[config.mk]
export PLATFORM = sky130hd
export DESIGN_NAME = poly_unit
export DESIGN_NICKNAME = d
export VERILOG_FILES = /design/src/poly_pkg.sv /design/src/poly_ctrl.sv /design/src/coeff_bank.sv /design/src/twiddle_rom.sv /design/src/mod_butterfly.sv /design/src/ntt_sequencer.sv /design/src/poly_unloader.sv /design/src/poly_unit.sv
export VERILOG_INCLUDE_DIRS = /design/src
export SDC_FILE = /design/constraint.sdc
export NUM_CORES = 2
export LEC_CHECK = 0
export ABC_AREA = 0
export BUFFER_PORTS_ARGS = -buffer_cell sky130_fd_sc_hd__clkbuf_2
export CAP_MARGIN = 10
export CORE_UTILIZATION = 65
export DETAILED_ROUTE_END_ITERATION = 16
export PLACE_DENSITY = 0.82
export SLEW_MARGIN = 20
export SYNTH_ARGS = -nofsm -noshare
export SYNTH_HDL_FRONTEND = slang
export SYNTH_SLANG_ARGS = --single-unit
[constraint.sdc]
create_clock -name clk -period 28.2 [get_ports clk]
set_input_delay 0 -clock clk [delete_from_list [all_inputs] [get_ports clk]]
set_output_delay 0 -clock clk [all_outputs]
set_load 0.02 [all_outputs]
[src/poly_defs.svh]
`ifndef POLY_DEFS_SVH
`define POLY_DEFS_SVH

// polynomial geometry
`define POLY_N              32
`define POLY_Q              3329
`define POLY_BARRETT        5039    // floor(2^24 / q)
`define POLY_STAGES         5
`define POLY_BFLY_LATENCY   3

// command codes on the mode port
`define POLY_MODE_NTT       2'd0
`define POLY_MODE_INTT      2'd1    // reserved, no inverse transform
`define POLY_MODE_LOAD      2'd2
`define POLY_MODE_UNLOAD    2'd3

`endif

[src/poly_pkg.sv]
package poly_pkg;

    typedef logic [11:0] coeff_t;   // one coefficient mod q
    typedef logic [4:0]  addr_t;    // coefficient address
    typedef logic [23:0] prod_t;    // full product of two coefficients
    typedef logic [4:0]  tw_idx_t;  // twiddle index, 1 to 31
    typedef logic [1:0]  mode_t;

    // command level FSM
    typedef enum logic [1:0] {
        ST_IDLE,
        ST_LOAD,
        ST_NTT,
        ST_UNLOAD
    } ctrl_state_e;

    // butterfly issue FSM
    typedef enum logic [1:0] {
        SQ_IDLE,
        SQ_ISSUE,
        SQ_DRAIN
    } seq_state_e;

endpackage

[src/poly_ctrl.sv]
`timescale 1ns/1ps
`include "poly_defs.svh"

module poly_ctrl (
    input  logic            clk,
    input  logic            rst,
    input  poly_pkg::mode_t mode,
    input  logic            run,
    input  logic            data_in_done,
    input  logic            ntt_finish,
    input  logic            unload_last,
    output logic            load_en,
    output logic            ntt_start,
    output logic            unload_start,
    output logic            done
);

    poly_pkg::ctrl_state_e state;
    logic                  finish;      // ending event of the active command

    always_comb begin
        case (state)
            poly_pkg::ST_LOAD:   finish = data_in_done;
            poly_pkg::ST_NTT:    finish = ntt_finish;
            poly_pkg::ST_UNLOAD: finish = unload_last;
            default:             finish = 1'b0;
        endcase
    end

    assign load_en = (state == poly_pkg::ST_LOAD);

    always_ff @(posedge clk) begin
        if (rst) begin
            state        <= poly_pkg::ST_IDLE;
            ntt_start    <= 1'b0;
            unload_start <= 1'b0;
            done         <= 1'b0;
        end else begin
            ntt_start    <= 1'b0;
            unload_start <= 1'b0;
            done         <= finish;             // one cycle after the end event
            if (state == poly_pkg::ST_IDLE) begin
                if (run) begin
                    case (mode)
                        `POLY_MODE_NTT: begin
                            state     <= poly_pkg::ST_NTT;
                            ntt_start <= 1'b1;
                        end
                        `POLY_MODE_LOAD: state <= poly_pkg::ST_LOAD;
                        `POLY_MODE_UNLOAD: begin
                            state        <= poly_pkg::ST_UNLOAD;
                            unload_start <= 1'b1;
                        end
                        default: state <= poly_pkg::ST_IDLE;  // intt code ignored
                    endcase
                end
            end else if (finish) begin
                state <= poly_pkg::ST_IDLE;
            end
        end
    end

endmodule

[src/coeff_bank.sv]
`timescale 1ns/1ps
`include "poly_defs.svh"

module coeff_bank (
    input  logic            clk,
    input  logic            rst,
    input  logic            load_en,
    input  logic            data_in_done,
    input  poly_pkg::coeff_t data_in,
    input  poly_pkg::addr_t data_in_add,
    input  logic            bfly_we,
    input  poly_pkg::addr_t wr_addr_a,
    input  poly_pkg::addr_t wr_addr_b,
    input  poly_pkg::coeff_t wr_data_a,
    input  poly_pkg::coeff_t wr_data_b,
    input  poly_pkg::addr_t rd_addr_a,
    input  poly_pkg::addr_t rd_addr_b,
    input  poly_pkg::addr_t rd_addr_c,
    output poly_pkg::coeff_t rd_data_a,
    output poly_pkg::coeff_t rd_data_b,
    output poly_pkg::coeff_t rd_data_c
);

    poly_pkg::coeff_t mem [`POLY_N];    // one coefficient per entry

    //////////////////////////////////////////////////
    // write side
    always_ff @(posedge clk) begin
        if (rst) begin
            for (int k = 0; k < `POLY_N; k++) begin
                mem[k] <= '0;
            end
        end else if (load_en && !data_in_done) begin
            mem[data_in_add] <= data_in;    // caller picks the address
        end else if (bfly_we) begin
            // butterfly pair, addresses always differ
            mem[wr_addr_a] <= wr_data_a;
            mem[wr_addr_b] <= wr_data_b;
        end
    end

    //////////////////////////////////////////////////
    // read side, no register
    assign rd_data_a = mem[rd_addr_a];
    assign rd_data_b = mem[rd_addr_b];
    assign rd_data_c = mem[rd_addr_c];     // unload port

endmodule

[src/twiddle_rom.sv]
`timescale 1ns/1ps
`include "poly_defs.svh"

// entry k = 296^brv5(k) mod q, 296 being a primitive 64th root
module twiddle_rom (
    input  poly_pkg::tw_idx_t tw_idx,
    output poly_pkg::coeff_t  tw
);

    always_comb begin
        case (tw_idx)
            5'd1:    tw = 12'd1729;     // stage 0
            5'd2:    tw = 12'd2580;     // stage 1
            5'd3:    tw = 12'd3289;
            5'd4:    tw = 12'd2642;     // stage 2
            5'd5:    tw = 12'd630;
            5'd6:    tw = 12'd1897;
            5'd7:    tw = 12'd848;
            5'd8:    tw = 12'd1062;     // stage 3
            5'd9:    tw = 12'd1919;
            5'd10:   tw = 12'd193;
            5'd11:   tw = 12'd797;
            5'd12:   tw = 12'd2786;
            5'd13:   tw = 12'd3260;
            5'd14:   tw = 12'd569;
            5'd15:   tw = 12'd1746;
            5'd16:   tw = 12'd296;      // stage 4
            5'd17:   tw = 12'd2447;
            5'd18:   tw = 12'd1339;
            5'd19:   tw = 12'd1476;
            5'd20:   tw = 12'd3046;
            5'd21:   tw = 12'd56;
            5'd22:   tw = 12'd2240;
            5'd23:   tw = 12'd1333;
            5'd24:   tw = 12'd1426;
            5'd25:   tw = 12'd2094;
            5'd26:   tw = 12'd535;
            5'd27:   tw = 12'd2882;
            5'd28:   tw = 12'd2393;
            5'd29:   tw = 12'd2879;
            5'd30:   tw = 12'd1974;
            5'd31:   tw = 12'd821;
            default: tw = 12'd1;        // index 0 never issued
        endcase
    end

endmodule

[src/mod_butterfly.sv]
`timescale 1ns/1ps
`include "poly_defs.svh"

module mod_butterfly (
    input  logic             clk,
    input  logic             rst,
    input  poly_pkg::coeff_t u,
    input  poly_pkg::coeff_t v,
    input  poly_pkg::coeff_t w,
    output poly_pkg::coeff_t s0,
    output poly_pkg::coeff_t s1
);

    localparam logic [12:0] Q       = 13'(`POLY_Q);
    localparam logic [12:0] BARRETT = 13'(`POLY_BARRETT);

    poly_pkg::coeff_t u_q1;
    poly_pkg::prod_t  prod_q1;
    poly_pkg::coeff_t u_q2;
    poly_pkg::coeff_t t_q2;
    logic [36:0]      bar_mul;
    logic [12:0]      bar_quot;
    poly_pkg::prod_t  bar_sub;
    logic [12:0]      bar_rem;
    logic [12:0]      sum;
    logic [12:0]      dif;

    //////////////////////////////////////////////////
    // barrett reduction of the registered product
    assign bar_mul  = prod_q1 * BARRETT;
    assign bar_quot = bar_mul[36:24];                // quotient estimate, low by at most one
    assign bar_sub  = prod_q1 - (poly_pkg::prod_t'(bar_quot) * poly_pkg::prod_t'(Q));
    assign bar_rem  = bar_sub[12:0];                 // below 2q

    // sum and difference of stage 2
    assign sum = {1'b0, u_q2} + {1'b0, t_q2};
    assign dif = {1'b0, u_q2} + Q - {1'b0, t_q2};    // kept positive

    always_ff @(posedge clk) begin
        if (rst) begin
            u_q1    <= '0;
            prod_q1 <= '0;
            u_q2    <= '0;
            t_q2    <= '0;
            s0      <= '0;
            s1      <= '0;
        end else begin
            u_q1    <= u;                            // stage 1
            prod_q1 <= w * v;
            u_q2    <= u_q1;                         // stage 2
            t_q2    <= poly_pkg::coeff_t'((bar_rem >= Q) ? bar_rem - Q : bar_rem);
            s0      <= poly_pkg::coeff_t'((sum >= Q) ? sum - Q : sum);   // stage 3
            s1      <= poly_pkg::coeff_t'((dif >= Q) ? dif - Q : dif);
        end
    end

endmodule

[src/ntt_sequencer.sv]
`timescale 1ns/1ps
`include "poly_defs.svh"

module ntt_sequencer (
    input  logic              clk,
    input  logic              rst,
    input  logic              ntt_start,
    output poly_pkg::addr_t   rd_addr_a,
    output poly_pkg::addr_t   rd_addr_b,
    output poly_pkg::tw_idx_t tw_idx,
    output logic              bfly_we,
    output poly_pkg::addr_t   wr_addr_a,
    output poly_pkg::addr_t   wr_addr_b,
    output logic              ntt_finish
);

    localparam int         LAT        = `POLY_BFLY_LATENCY;
    localparam logic [2:0] LAST_STAGE = 3'(`POLY_STAGES - 1);
    localparam logic [3:0] LAST_IDX   = 4'(`POLY_N / 2 - 1);

    poly_pkg::seq_state_e state;
    logic [2:0]           s;            // stage
    logic [3:0]           i;            // butterfly within stage
    poly_pkg::addr_t      len;
    poly_pkg::addr_t      grp;
    poly_pkg::addr_t      j;
    logic                 issue;
    logic                 drain_end;
    logic [LAT-1:0]       we_pipe;
    poly_pkg::addr_t      addr_a_pipe [LAT];
    poly_pkg::addr_t      addr_b_pipe [LAT];

    //////////////////////////////////////////////////
    // index math
    assign len = 5'd16 >> s;
    assign grp = {1'b0, i} >> (3'd4 - s);
    assign j   = (grp << (3'd5 - s)) | ({1'b0, i} & (len - 5'd1));

    assign rd_addr_a = j;
    assign rd_addr_b = j + len;
    assign tw_idx    = (5'd1 << s) + grp;    // 2^s + group

    assign issue = (state == poly_pkg::SQ_ISSUE);

    // last write of the stage sits at the pipe output, nothing behind it
    assign drain_end = (state == poly_pkg::SQ_DRAIN) && we_pipe[LAT-1]
                       && (we_pipe[LAT-2:0] == '0);
    assign ntt_finish = drain_end && (s == LAST_STAGE);

    //////////////////////////////////////////////////
    // FSM
    always_ff @(posedge clk) begin
        if (rst) begin
            state <= poly_pkg::SQ_IDLE;
            s     <= '0;
            i     <= '0;
        end else begin
            case (state)
                poly_pkg::SQ_IDLE: begin
                    if (ntt_start) begin
                        state <= poly_pkg::SQ_ISSUE;
                        s     <= '0;
                        i     <= '0;
                    end
                end
                poly_pkg::SQ_ISSUE: begin
                    i <= i + 4'd1;
                    if (i == LAST_IDX) begin
                        state <= poly_pkg::SQ_DRAIN;
                    end
                end
                poly_pkg::SQ_DRAIN: begin
                    if (drain_end) begin
                        i <= '0;
                        if (s == LAST_STAGE) begin
                            state <= poly_pkg::SQ_IDLE;
                        end else begin
                            s     <= s + 3'd1;
                            state <= poly_pkg::SQ_ISSUE;
                        end
                    end
                end
                default: state <= poly_pkg::SQ_IDLE;
            endcase
        end
    end

    //////////////////////////////////////////////////
    // write-back delay, matches the butterfly depth
    always_ff @(posedge clk) begin
        if (rst) begin
            we_pipe <= '0;
        end else begin
            we_pipe <= {we_pipe[LAT-2:0], issue};
        end
    end

    always_ff @(posedge clk) begin
        addr_a_pipe[0] <= rd_addr_a;
        addr_b_pipe[0] <= rd_addr_b;
        for (int k = 1; k < LAT; k++) begin
            addr_a_pipe[k] <= addr_a_pipe[k-1];
            addr_b_pipe[k] <= addr_b_pipe[k-1];
        end
    end

    assign bfly_we   = we_pipe[LAT-1];
    assign wr_addr_a = addr_a_pipe[LAT-1];
    assign wr_addr_b = addr_b_pipe[LAT-1];

endmodule

[src/poly_unloader.sv]
`timescale 1ns/1ps
`include "poly_defs.svh"

module poly_unloader (
    input  logic             clk,
    input  logic             rst,
    input  logic             unload_start,
    input  poly_pkg::coeff_t rd_data_c,
    output poly_pkg::addr_t  rd_addr_c,
    output poly_pkg::coeff_t data_out,
    output logic             data_out_valid,
    output logic             unload_last
);

    localparam poly_pkg::addr_t LAST_ADDR = 5'(`POLY_N - 1);

    poly_pkg::addr_t cnt;     // address shown on data_out

    assign unload_last = data_out_valid && (cnt == LAST_ADDR);
    assign rd_addr_c   = data_out_valid ? cnt + 5'd1 : '0;   // fetch one ahead

    always_ff @(posedge clk) begin
        if (rst) begin
            cnt            <= '0;
            data_out       <= '0;
            data_out_valid <= 1'b0;
        end else if (unload_start) begin
            cnt            <= '0;
            data_out       <= rd_data_c;     // address 0
            data_out_valid <= 1'b1;
        end else if (data_out_valid && !unload_last) begin
            cnt      <= cnt + 5'd1;
            data_out <= rd_data_c;
        end else begin
            cnt            <= '0;
            data_out       <= '0;            // bus quiet when idle
            data_out_valid <= 1'b0;
        end
    end

endmodule

[src/poly_unit.sv]
`timescale 1ns/1ps

module poly_unit (
    input  logic             clk,
    input  logic             rst,
    input  poly_pkg::mode_t  mode,
    input  logic             run,
    input  poly_pkg::coeff_t data_in,
    input  poly_pkg::addr_t  data_in_add,
    input  logic             data_in_done,
    output poly_pkg::coeff_t data_out,
    output logic             data_out_valid,
    output logic             done
);

    logic              load_en;
    logic              ntt_start;
    logic              ntt_finish;
    logic              unload_start;
    logic              unload_last;
    logic              bfly_we;
    poly_pkg::addr_t   rd_addr_a;
    poly_pkg::addr_t   rd_addr_b;
    poly_pkg::addr_t   rd_addr_c;
    poly_pkg::addr_t   wr_addr_a;
    poly_pkg::addr_t   wr_addr_b;
    poly_pkg::coeff_t  rd_data_a;
    poly_pkg::coeff_t  rd_data_b;
    poly_pkg::coeff_t  rd_data_c;
    poly_pkg::coeff_t  s0;
    poly_pkg::coeff_t  s1;
    poly_pkg::coeff_t  tw;
    poly_pkg::tw_idx_t tw_idx;

    poly_ctrl i_ctrl (
        .clk, .rst, .mode, .run, .data_in_done, .ntt_finish, .unload_last,
        .load_en, .ntt_start, .unload_start, .done
    );

    coeff_bank i_bank (
        .clk, .rst, .load_en, .data_in_done, .data_in, .data_in_add,
        .bfly_we, .wr_addr_a, .wr_addr_b,
        .wr_data_a (s0),
        .wr_data_b (s1),
        .rd_addr_a, .rd_addr_b, .rd_addr_c,
        .rd_data_a, .rd_data_b, .rd_data_c
    );

    twiddle_rom i_rom (.tw_idx, .tw);

    // read data feeds the butterfly in the same cycle
    mod_butterfly i_bfly (
        .clk, .rst,
        .u  (rd_data_a),
        .v  (rd_data_b),
        .w  (tw),
        .s0, .s1
    );

    ntt_sequencer i_seq (
        .clk, .rst, .ntt_start, .rd_addr_a, .rd_addr_b, .tw_idx,
        .bfly_we, .wr_addr_a, .wr_addr_b, .ntt_finish
    );

    poly_unloader i_unload (
        .clk, .rst, .unload_start, .rd_data_c, .rd_addr_c,
        .data_out, .data_out_valid, .unload_last
    );

endmodule

==> metrics.yaml <==
die_y_microns: 265
path_clk_slew_ps: 70
grtUsageTotal_pct: 43.2
vias: 39300
tightest_slew_ps: 1400
synth_cells: 4832
place.gp.congestion: 0.998
drive_above_1_share_pct: 10.4
synth-seq-cells: 533
final_hold_viol_count: 0
synthXorXnorAreaFrac_pct: 2.14
setup_viol_count_final: 0
cp_max_fo: 57
rows: 95
met2_usage_pct: 63.9
ios: 37
synth_top_cell_by_area: "edfxtp_1"
finalCritPeriodShare_pct: 43.4
status: "completed"
yosys_warnings: 0
slew_violations: 0
critPathLaunchType: "flop"
tns_ps: 0
yosysSeqAreaShare_pct: 32.3
synth_area_sq_um: 44900
drt_iter0_markers: 6957
htree_num_levels: 2
syn_nets: 5376
slew_headroom_pct: 6.29
clockBufferDepth: 3
antenna_found_initial: 11
globalRouteOverflowTotal: 0
cts_tree: "built"
ys.flop_type: "edfxtp_1"
clk_latency_ps: 670
worst-setup-path-type: "flop to flop"
synth_top_area_share_pct: 25.7
synthMuxAreaShare_pct: 9.64
post-synth-top-count-cell: "nand2_1"
start_util_pct: 66.2
end_kind: "flop"
yosysUniqueCellTypes: 84
ctsResizeCount: 0
skew_ps: 53.0
critPathMaxStageDelay_ps: 910
die_area_sq_um: 70100
route.detailed.drc: 0
cpMaxStageDelayCell: "fa_4"
die_w_microns: 265
first_pass_iters: 9
busiest_layer: "met2"
grt_start_max_net_pins: 127
async_flop_share_pct: 0
drt-total-wl_microns: 151000
synthTopCellsByCount: "916 x nand2_1, 414 x o21ai_0, 384 x edfxtp_1, 360 x inv_1, 285 x ha_1"
vias_per_cell: 7.03
rsz0062_at_grt: "no"
met1_usage_pct: 51.9
hpwlAfterDp_microns: 101000
synth_fa_ha_area_share_pct: 18.5
cap_violations: 0
hold_path_class: "input port to flop"
yosys.area_share.simple_pct: 16.1
placeableCoreArea_sq_um: 67800
n_fill_cell: 4886
synth_compound_area_share_pct: 15.1
cts_root_buffer: "clkbuf_16"
route.antenna.remaining_nets: 0
synth-edff-count: 384
area_delta_synth_final_pct: 6.52
synth.avg_cell_area_sq_um: 9.29
cts_buffers: 58
port-buffer-count: 36
grtUsageMet3_pct: 14.4
wl_per_cell_microns: 27.0
synth_top_family_by_area: "adder cells"
cp.arrival_ps: 12740
ys_top_cells_by_area: "edfxtp_1 26%, fa_1 11%, ha_1 7.9%"
numClockSinks: 533
fmax_mhz: 81.6
worstPathRequired_ps: 28680
grt_pass1_vias: 38500
fin_nets: 5211
regToRegSetupSlack_ps: 15950
grt_pass1_wl_microns: 228000
final.min_clock_period_ps: 12250
cell usage in the layout (no fill, tap or decap), drive strengths merged, types with 33 or more instances in the layout:
cell / Yosys / routed
nor2b: 116 / 116
buf: 79 / 92
nor2: 243 / 243
nor3: 64 / 64
a22o: 97 / 97
and2: 33 / 33
xnor2: 74 / 74
mux2i: 96 / 96
fa: 236 / 236
xor2: 35 / 35
o21ai: 422 / 422
a211oi: 97 / 97
dfxtp: 149 / 149
or3: 33 / 33
a311oi: 66 / 66
nand2: 917 / 917
and3: 81 / 81
a31oi: 81 / 81
inv: 361 / 364
ha: 285 / 285
clkbuf: 283 / 114
a21oi: 130 / 130
mux2: 33 / 33
nand3: 77 / 77
edfxtp: 384 / 384
mux4: 133 / 133
metal layers:
| layer | vias to the layer above | wire [microns] |
|---|---|---|
| li1 | 16700 | - |
| met1 | 18200 | 49800 |
| met2 | 3373 | 64400 |
| met3 | 1028 | 21800 |
| met4 | 12 | 15000 |
| met5 | - | 74 |
sequential cells by signal (all words and copies together), names as in the netlist, 15 cells and up:
signal	cells
i_bfly.prod_q1	24
i_bank.mem	384
i_seq.addr_a_pipe	15
i_seq.addr_b_pipe	15
cell families after synthesis:
logic type / after synthesis
buffers and inverters: 723
multiplexers: 262
AND/OR/NAND/NOR: 1639
flip-flops: 533
AO/OA/AOI/OAI: 1045
XOR/XNOR: 109
adder cells (fa/ha/maj): 521
area by class of cell:
type	instances	area [sq um]	share of cell area, %
antenna	2	5.00	0.0105
timing repair buffer	137	1010	2.12
inverter	361	1360	2.84
clock buffer	79	1590	3.33
multi-input combinational	3576	27900	58.4
clock inverter	31	315	0.659
tap	873	1090	2.28
sequential	533	14500	30.4
what timing repair did:
item | CTS | global route
endpoints found under the hold margin | 27 | 0
buffers inserted | 0 | 0
hold buffers | 10 | 0
stage by stage:
stage	setup slack, ps	area (sq um)	util (%)	hold WS [ps]	std cells
finish	15950	47800	70.6	20.0	5592
floorplan	17820	44900	-	148	4832
global route	15280	47800	70.6	22.5	5591
global placement	15940	45600	67.4	270	5467
detailed placement	15830	45700	67.4	296	5467
CTS	15750	47700	70.4	1.59	5587
critical path: cells and delay by family (launching register included):
family	cells	cell delay [ps]
XOR/XNOR	1	130
adder cells (fa/ha/maj)	9	3810
AND/OR/NAND/NOR	8	1770
flip-flops	1	580
multiplexers	3	1950
AO/OA/AOI/OAI	6	1170
buffers and inverters	8	2650
worst paths after layout:
check | startpoint | endpoint | depth (start not counted)
setup / recovery | i_seq.s[0] | i_bfly.prod_q1[23] | 35
hold / removal | data_in[9] | i_bank.mem[9][9] | 3
setup reg to reg | i_seq.s[0] | i_bfly.prod_q1[23] | 35
hold reg to reg | i_seq.addr_b_pipe[0][2] | i_seq.addr_b_pipe[0][7] | 0
Power is not shown: default switching activity piles up to over one toggle a cycle in this logic, so the estimate is an artifact.
